**config.mk**
```make
export PLATFORM = sky130hd
export DESIGN_NAME = branch_predictor
export DESIGN_NICKNAME = d
export VERILOG_FILES = /design/src/rtl/bp_pkg.sv /design/src/rtl/bht_table.sv /design/src/rtl/bht_way_match.sv /design/src/rtl/branch_predictor.sv /design/src/rtl/branch_resolve.sv /design/src/rtl/fetch_pc_gen.sv
export VERILOG_INCLUDE_DIRS = /design/src /design/src/rtl
export SDC_FILE = /design/constraint.sdc
export NUM_CORES = 2
export LEC_CHECK = 0
export BUFFER_PORTS_ARGS = -buffer_cell sky130_fd_sc_hd__buf_2
export CORE_MARGIN = 1.5
export CORE_UTILIZATION = 45
export DETAILED_ROUTE_END_ITERATION = 12
export GPL_TIMING_DRIVEN = 0
export PLACE_DENSITY = 0.69
export SLEW_MARGIN = 20
export SYNTH_ARGS = -nofsm -noshare
export SYNTH_HDL_FRONTEND = slang
export SYNTH_SLANG_ARGS = --single-unit
```
**constraint.sdc**
```tcl
create_clock -name CLK -period 4.5 [get_ports CLK]
set_input_delay 0.45 -clock CLK [delete_from_list [all_inputs] [get_ports CLK]]
set_output_delay 0.45 -clock CLK [all_outputs]
set_load 0.01 [all_outputs]
```
**src/rtl/bp_defines.svh**
```systemverilog
`ifndef BP_DEFINES_SVH
`define BP_DEFINES_SVH

// instruction address width
`define BP_PC_W 10

// low address bits select the set
`define BP_SET_W 4

// remaining upper address bits form the tag
`define BP_TAG_W 6

// associativity of the history table
`define BP_WAYS 4
`define BP_WAY_W 2

// saturating counter width
`define BP_CTR_W 2

`endif

```
**src/rtl/bp_pkg.sv**
```systemverilog
`include "bp_defines.svh"

package bp_pkg;

	//////////////////////////////////////////////////
	// history table entry
	//////////////////////////////////////////////////

	// msb first: valid, tag, branch target, counter
	typedef struct packed
	{
		logic valid;
		logic [`BP_TAG_W-1:0] tag;
		logic [`BP_PC_W-1:0] target;
		logic [`BP_CTR_W-1:0] ctr;
	} bht_entry_t;

	// initial counter values on allocation
	localparam logic [`BP_CTR_W-1:0] CTR_WEAK_NT = 2'b01;
	localparam logic [`BP_CTR_W-1:0] CTR_STRONG_T = 2'b11;

	// execute stage redirect code
	// upper bit set means fetch must be redirected
	typedef enum logic [1:0]
	{
		CORR_NONE = 2'b00,
		CORR_CNI = 2'b10,
		CORR_PBT = 2'b11
	} corr_e;

	// one-hot branch type, bit 5 down to 0 is beq bne blt bge bltu bgeu
	typedef logic [5:0] btype_t;

endpackage

```
**src/rtl/bht_table.sv**
```systemverilog
`timescale 1ns/1ps

`include "bp_defines.svh"

module bht_table
(
	input logic CLK,
	input logic reset,

	// three combinational read ports, one per stage
	input logic [`BP_SET_W-1:0] rd_set_a,
	input logic [`BP_SET_W-1:0] rd_set_b,
	input logic [`BP_SET_W-1:0] rd_set_c,
	output bp_pkg::bht_entry_t set_a [`BP_WAYS],
	output bp_pkg::bht_entry_t set_b [`BP_WAYS],
	output bp_pkg::bht_entry_t set_c [`BP_WAYS],

	// decode allocation
	input logic alloc_en,
	input logic [`BP_SET_W-1:0] alloc_set,
	input logic [`BP_TAG_W-1:0] alloc_tag,
	input logic [`BP_PC_W-1:0] alloc_target,
	input logic alloc_is_jump,

	// execute counter write-back
	input logic upd_en,
	input logic [`BP_SET_W-1:0] upd_set,
	input logic [`BP_WAY_W-1:0] upd_way,
	input logic [`BP_CTR_W-1:0] upd_ctr
);

	localparam int NUM_SETS = 1 << `BP_SET_W;

	//////////////////////////////////////////////////
	// storage
	//////////////////////////////////////////////////

	// valid bits are control state and get cleared
	logic valid_q [NUM_SETS][`BP_WAYS];
	// payload arrays
	logic [`BP_TAG_W-1:0] tag_q [NUM_SETS][`BP_WAYS];
	logic [`BP_PC_W-1:0] target_q [NUM_SETS][`BP_WAYS];
	logic [`BP_CTR_W-1:0] ctr_q [NUM_SETS][`BP_WAYS];
	// fifo replacement pointer, one per set
	logic [`BP_WAY_W-1:0] ptr_q [NUM_SETS];

	// way that the pointer names for this allocation
	logic [`BP_WAY_W-1:0] alloc_way;
	// jumps start strongly taken, branches weakly not taken
	logic [`BP_CTR_W-1:0] alloc_ctr;
	// update collides with the allocated entry
	logic upd_blocked;

	assign alloc_way = ptr_q[alloc_set];
	assign alloc_ctr = alloc_is_jump ? bp_pkg::CTR_STRONG_T : bp_pkg::CTR_WEAK_NT;
	assign upd_blocked = alloc_en && (alloc_set == upd_set) && (alloc_way == upd_way);

	//////////////////////////////////////////////////
	// read ports
	//////////////////////////////////////////////////

	// gather one way of one set back into an entry
	function automatic bp_pkg::bht_entry_t entry_at(input logic [`BP_SET_W-1:0] s,
			input int w);
		bp_pkg::bht_entry_t e;
		e.valid = valid_q[s][w];
		e.tag = tag_q[s][w];
		e.target = target_q[s][w];
		e.ctr = ctr_q[s][w];
		return e;
	endfunction

	always_comb
	begin
		for (int w = 0; w < `BP_WAYS; w++)
		begin
			set_a[w] = entry_at(rd_set_a, w);
			set_b[w] = entry_at(rd_set_b, w);
			set_c[w] = entry_at(rd_set_c, w);
		end
	end

	//////////////////////////////////////////////////
	// writes
	//////////////////////////////////////////////////

	// valid bits and pointers
	always_ff @(posedge CLK)
	begin
		if (reset)
		begin
			for (int s = 0; s < NUM_SETS; s++)
			begin
				ptr_q[s] <= '0;
				for (int w = 0; w < `BP_WAYS; w++)
				begin
					valid_q[s][w] <= 1'b0;
				end
			end
		end
		else if (alloc_en)
		begin
			valid_q[alloc_set][alloc_way] <= 1'b1;
			// wraps modulo the way count
			ptr_q[alloc_set] <= alloc_way + 1'b1;
		end
	end

	// entry payload, allocation has priority over the counter update
	always_ff @(posedge CLK)
	begin
		if (alloc_en)
		begin
			tag_q[alloc_set][alloc_way] <= alloc_tag;
			target_q[alloc_set][alloc_way] <= alloc_target;
			ctr_q[alloc_set][alloc_way] <= alloc_ctr;
		end
		if (upd_en && !upd_blocked)
		begin
			ctr_q[upd_set][upd_way] <= upd_ctr;
		end
	end

endmodule

```
**src/rtl/bht_way_match.sv**
```systemverilog
`timescale 1ns/1ps

`include "bp_defines.svh"

module bht_way_match
(
	input logic [`BP_TAG_W-1:0] tag,
	input bp_pkg::bht_entry_t set_entries [`BP_WAYS],
	output logic hit,
	output logic [`BP_WAY_W-1:0] hit_way,
	output bp_pkg::bht_entry_t hit_entry
);

	// per-way match vector
	logic [`BP_WAYS-1:0] way_eq;

	always_comb
	begin
		for (int w = 0; w < `BP_WAYS; w++)
		begin
			// an invalid way never matches, whatever its stale tag holds
			way_eq[w] = set_entries[w].valid && (set_entries[w].tag == tag);
		end
	end

	// tags are unique within a set so at most one bit of way_eq is set
	always_comb
	begin
		hit = 1'b0;
		hit_way = '0;
		hit_entry = '0;
		for (int w = 0; w < `BP_WAYS; w++)
		begin
			if (way_eq[w])
			begin
				hit = 1'b1;
				hit_way = w[`BP_WAY_W-1:0];
				hit_entry = set_entries[w];
			end
		end
	end

	// on a miss the entry stays all zero
	// so counter bit 1 and target read back as 0

endmodule

```
**src/rtl/branch_predictor.sv**
```systemverilog
`timescale 1ns/1ps

`include "bp_defines.svh"

module branch_predictor
(
	input logic CLK,
	input logic reset,
	input logic stall,

	// decode stage
	input logic [`BP_PC_W-1:0] id_pc,
	input logic [`BP_PC_W-1:0] id_target,
	input logic id_is_btype,
	input logic id_is_jump,

	// execute stage
	input logic [`BP_PC_W-1:0] exe_pc,
	input bp_pkg::btype_t exe_btype,
	input logic exe_z,
	input logic exe_less,
	input logic [`BP_PC_W-1:0] exe_target,

	// fetch stage
	output logic [`BP_PC_W-1:0] fetch_pc,
	output logic if_prediction,
	output logic [`BP_PC_W-1:0] if_pbt,

	// redirect
	output bp_pkg::corr_e exe_correction,
	output logic [`BP_PC_W-1:0] exe_cni,
	output logic flush
);

	localparam logic [`BP_PC_W-1:0] PC_STEP = 4;

	// set contents seen by each stage
	bp_pkg::bht_entry_t if_set [`BP_WAYS];
	bp_pkg::bht_entry_t id_set [`BP_WAYS];
	bp_pkg::bht_entry_t exe_set [`BP_WAYS];

	logic if_hit;
	bp_pkg::bht_entry_t if_entry;
	logic id_hit;
	logic exe_hit;
	logic [`BP_WAY_W-1:0] exe_way;
	bp_pkg::bht_entry_t exe_entry;

	// resolver to table
	logic upd_en;
	logic [`BP_CTR_W-1:0] upd_ctr;
	// allocate only for a branch or jump that misses
	logic alloc_en;

	assign alloc_en = (id_is_btype || id_is_jump) && !id_hit;

	//////////////////////////////////////////////////
	// shared table
	//////////////////////////////////////////////////

	// address splits into {tag, set}
	bht_table i_bht_table
	(
		.CLK (CLK),
		.reset (reset),
		.rd_set_a (fetch_pc[`BP_SET_W-1:0]),
		.rd_set_b (id_pc[`BP_SET_W-1:0]),
		.rd_set_c (exe_pc[`BP_SET_W-1:0]),
		.set_a (if_set),
		.set_b (id_set),
		.set_c (exe_set),
		.alloc_en (alloc_en),
		.alloc_set (id_pc[`BP_SET_W-1:0]),
		.alloc_tag (id_pc[`BP_PC_W-1:`BP_SET_W]),
		.alloc_target (id_target),
		.alloc_is_jump (id_is_jump),
		.upd_en (upd_en),
		.upd_set (exe_pc[`BP_SET_W-1:0]),
		.upd_way (exe_way),
		.upd_ctr (upd_ctr)
	);

	//////////////////////////////////////////////////
	// stage lookups
	//////////////////////////////////////////////////

	// fetch only needs the entry
	bht_way_match i_match_if
	(
		.tag (fetch_pc[`BP_PC_W-1:`BP_SET_W]),
		.set_entries (if_set),
		.hit (if_hit),
		.hit_way (),
		.hit_entry (if_entry)
	);

	// decode only needs to know whether the branch is already present
	bht_way_match i_match_id
	(
		.tag (id_pc[`BP_PC_W-1:`BP_SET_W]),
		.set_entries (id_set),
		.hit (id_hit),
		.hit_way (),
		.hit_entry ()
	);

	// execute needs the way for the counter write-back
	bht_way_match i_match_exe
	(
		.tag (exe_pc[`BP_PC_W-1:`BP_SET_W]),
		.set_entries (exe_set),
		.hit (exe_hit),
		.hit_way (exe_way),
		.hit_entry (exe_entry)
	);

	// taken when the counter upper bit is set
	assign if_prediction = if_hit && if_entry.ctr[1];
	assign if_pbt = if_entry.target;

	//////////////////////////////////////////////////
	// resolution and next fetch address
	//////////////////////////////////////////////////

	branch_resolve i_branch_resolve
	(
		.exe_btype (exe_btype),
		.exe_z (exe_z),
		.exe_less (exe_less),
		.exe_hit (exe_hit),
		.exe_entry (exe_entry),
		.exe_correction (exe_correction),
		.upd_en (upd_en),
		.upd_ctr (upd_ctr)
	);

	// instruction after the branch
	assign exe_cni = exe_pc + PC_STEP;
	assign flush = (exe_correction != bp_pkg::CORR_NONE);

	fetch_pc_gen i_fetch_pc_gen
	(
		.CLK (CLK),
		.reset (reset),
		.stall (stall),
		.exe_correction (exe_correction),
		.exe_target (exe_target),
		.exe_cni (exe_cni),
		.if_prediction (if_prediction),
		.if_pbt (if_pbt),
		.fetch_pc (fetch_pc)
	);

endmodule

```
**src/rtl/branch_resolve.sv**
```systemverilog
`timescale 1ns/1ps

`include "bp_defines.svh"

module branch_resolve
(
	input bp_pkg::btype_t exe_btype,
	input logic exe_z,
	input logic exe_less,
	input logic exe_hit,
	input bp_pkg::bht_entry_t exe_entry,
	output bp_pkg::corr_e exe_correction,
	output logic upd_en,
	output logic [`BP_CTR_W-1:0] upd_ctr
);

	localparam logic [`BP_CTR_W-1:0] CTR_MAX = {`BP_CTR_W{1'b1}};
	localparam logic [`BP_CTR_W-1:0] CTR_MIN = '0;

	// any conditional branch in execute
	logic is_branch;
	// condition result per branch type, same bit order as btype
	logic [5:0] cond;
	// actual branch direction
	logic outcome;
	// direction fetch assumed
	logic predicted;

	assign is_branch = |exe_btype;

	// beq bne blt bge bltu bgeu
	// unsigned compares share the less flag with the signed ones
	assign cond = {exe_z, !exe_z, exe_less, !exe_less, exe_less, !exe_less};
	assign outcome = |(exe_btype & cond);

	// a table miss was fetched as not taken
	assign predicted = exe_hit && exe_entry.ctr[1];

	// only resolved branches can redirect
	always_comb
	begin
		if (!is_branch || (predicted == outcome))
			exe_correction = bp_pkg::CORR_NONE;
		else if (outcome)
			exe_correction = bp_pkg::CORR_PBT;
		else
			exe_correction = bp_pkg::CORR_CNI;
	end

	// counter write-back only for a branch that owns an entry
	assign upd_en = is_branch && exe_hit;

	// one step toward the outcome, saturating at both ends
	always_comb
	begin
		if (outcome)
			upd_ctr = (exe_entry.ctr == CTR_MAX) ? CTR_MAX : exe_entry.ctr + 1'b1;
		else
			upd_ctr = (exe_entry.ctr == CTR_MIN) ? CTR_MIN : exe_entry.ctr - 1'b1;
	end

endmodule

```
**src/rtl/fetch_pc_gen.sv**
```systemverilog
`timescale 1ns/1ps

`include "bp_defines.svh"

module fetch_pc_gen
(
	input logic CLK,
	input logic reset,
	input logic stall,
	input bp_pkg::corr_e exe_correction,
	input logic [`BP_PC_W-1:0] exe_target,
	input logic [`BP_PC_W-1:0] exe_cni,
	input logic if_prediction,
	input logic [`BP_PC_W-1:0] if_pbt,
	output logic [`BP_PC_W-1:0] fetch_pc
);

	// sequential fetch step
	localparam logic [`BP_PC_W-1:0] PC_STEP = 4;

	logic [`BP_PC_W-1:0] next_pc;

	// execute redirects beat stall, stall beats the fetch prediction
	always_comb
	begin
		case (exe_correction)
			bp_pkg::CORR_PBT: next_pc = exe_target;
			bp_pkg::CORR_CNI: next_pc = exe_cni;
			default:
			begin
				if (stall)
					next_pc = fetch_pc;
				else if (if_prediction)
					next_pc = if_pbt;
				else
					next_pc = fetch_pc + PC_STEP;
			end
		endcase
	end

	always_ff @(posedge CLK)
	begin
		if (reset)
			fetch_pc <= '0;
		else
			fetch_pc <= next_pc;
	end

endmodule

```
==> metrics <==
nets=3914; P per Cell Area=399.4 nW/um2; CTS Root Cell=clkbuf_16; Post-Synthesis Cells=3476; Final Non-Filler Cells=5720; total power=28.66 mW; largest cells by area after synthesis=edfxtp_1 (56%), mux4_2 (23%), dfxtp_1 (4.7%); design area=71760 um2; max cap viols=0; post-synthesis sequential area ratio=60.92%; Final Core Density=54.45%; Final setup violation count=54; TritonCTS clock tree=yes; post-layout min period=4821 ps; Clk pwr share=38.5%; Placed Cells=5354; synthesized area=59880 um2; Leak=23.84 nW; iteration-0 DRC count of the detailed router=7145; internal power=21.13 mW; total placed instance area=63940 um2; Synth top area share=56.17%; worst-margin pin slew=1219 ps; first-pass GRT wire length=303000 um; WHS=53.25 ps; fill count=10050; GPL Wtd Cong=1.016; Flop pwr share=46.2%; Via-to-Cell Ratio=6.976; vias in the first global route=38250; global route overflow=0; Hold Buf Count CTS=0; Cell Rows=133; Initial DRT Pass Iterations=8; Min-Delay Path Class=input pin to register; port bufs=74; worst skew pair latency=810 ps; Starting Density=45.43%; run status=finished, violations left; Final TNS setup=-4312 ps; dominant cell type by area after synthesis=edfxtp_1; area grow syn2layout=19.85%; Place WS=-2083 ps; Switch Pwr=7.537 mW; largest net degree at the start of global routing=69; post-route ant nets=0; CP endpoint kind=output pin; total die area=135300 um2; total CTS buffers=135; top-count cell post-synth=edfxtp_1; register bit total from synthesis=1262; RSZ-0062 raised after global routing=true; layout cell share with drive strength beyond 1=37.98%; synth cell count leaders=edfxtp_1 (1120), mux4_2 (604), nor2_1 (250), nand2_1 (187), mux2i_1 (176); Syn Area/Cell=17.23 um2; Slew Limit Fails=0; Routed wire per std cell=39.00 um; Final period util=107.1%; initial antenna violation count=8; DP Wirelength=147300 um; I/O Pins=87; Relative slew margins=18.73%; die width=367.8 um; Setup WS post-layout=-321.3 ps; Clock Skew=36.81 ps; Startpoint Class=register; Post-synth EDFFs=1120; vias=39910; Sw Share=26.29%; Top FF cell, synth=edfxtp_1; CTS Sinks=1262; failing checks=setup timing; combinational share of power=15.3%; Crit Path Class=register to output pin; clock slew at reported path FFs=60 ps; CP Data Required Time=4050 ps; H-Tree Depth=4; CP max FO=10; Netlist cell types=78; total track usage=32.61%; syn_nets=3538; Final Hold Vio Count=0; r2r setup slk=-90 ps; core area=131800 um2; # DRC=0; worst vdd ir=0.0003913 V; Ys Warns=0; worst-case clock buffer depth=3; Async SR Flop Fraction=0%; fmax=207.4 MHz; drt total wl=223100 um; Arr. time, crit path=4370 ps; Die Y=367.8 um
## layout by cell type, fill, tap and decap left out, types with 70 or more instances in the layout
| cell type | instances |
|---|---|
| buf_12 | 70 |
| buf_2 | 88 |
| buf_4 | 116 |
| clkbuf_1 | 74 |
| clkbuf_16 | 139 |
| dfxtp_1 | 139 |
| edfxtp_1 | 1120 |
| mux2i_1 | 164 |
| mux4_2 | 604 |
| nand2_1 | 181 |
| nor2_1 | 201 |
| o21ai_0 | 72 |
## worst paths after layout
path | startpoint | end | cells after the start
worst min register to register | i_bht_table.valid_q[1][0] | i_bht_table.valid_q[1][0] | 2
worst max-delay path | register | if_prediction | 14
worst min-delay path | exe_target[7] | i_fetch_pc_gen.fetch_pc[7] | 3
worst max register to register | register | i_fetch_pc_gen.fetch_pc[4] | 17
## registers in the layout, summed over array words and instances, names as in the netlist, named ones only
name / count
i_bht_table.ptr_q: 32
i_bht_table.ctr_q: 128
i_bht_table.valid_q: 64
i_bht_table.target_q: 640
i_fetch_pc_gen.fetch_pc: 10
i_bht_table.tag_q: 384
## power by group through the flow
stage,sequential (mW),clock [mW],combinational [mW]
3_5_place_dp,13.5,0,3.68
6_report,13.2,11.0,4.39
5_1_grt,13.3,11.5,4.45
2_1_floorplan,13.4,0,2.27
3_3_place_gp,13.5,0,3.57
4_1_cts,13.2,11.0,4.13
## layout make-up
| cell class | count | area, um2 | share of cell area (%) |
|---|---|---|---|
| Sequential cell | 1262 | 36480 | 50.84 |
| Multi-Input combinational cell | 1871 | 22840 | 31.83 |
| Clock buffer | 178 | 3654 | 5.091 |
| Timing Repair Buffer | 243 | 3069 | 4.277 |
| Buffer | 247 | 2450 | 3.414 |
| Tap cell | 1755 | 2196 | 3.060 |
| Clock inverter | 67 | 644.4 | 0.8979 |
| Inverter | 92 | 410.4 | 0.5719 |
| Antenna cell | 5 | 12.51 | 0.01744 |
## layer usage
layer	vias up	share of wire, %	GRT usage (%)
met4	16	8.1	20.54
li1	14910	-	-
met5	-	0.17	0.6054
met2	3715	44	48.38
met3	962	16	13.18
met1	20300	32	39.70
## kinds of logic after synthesis
group                      after synthesis  synth area share [%]
AOI/OAI and AO/OA                      280                 3.155
xor gates and xnor gates                94                 1.388
adders and majority gates               11                0.2236
buffers and inverters                  344                 2.604
DFF                                   1262                 60.92
muxes                                  849                 26.96
and+or+nand+nor                        636                 4.754
## worst max-delay path, cell delays in order, from the launching register on
cell and delay (ps):
dfxtp_4 360, buf_12 160, buf_16 160, buf_12 160
and2b_2 330, a22o_1 270, a2111oi_0 520, a221o_1 240
nand4_1 220, buf_4 230, a211oi_4 240, a2111o_1 310
nand2_2 120, clkinvlp_4 120, buf_6 100
## repair_timing
item | 4_1_cts | 5_1_grt
setup buffers | 78 | 38
pin swaps | 49 | 25
gates cloned | 2 | 2
setup endpoints to repair | 1327 | 542
resized for setup | 503 | 106
Note: power is estimated with default switching activity, not from simulation.
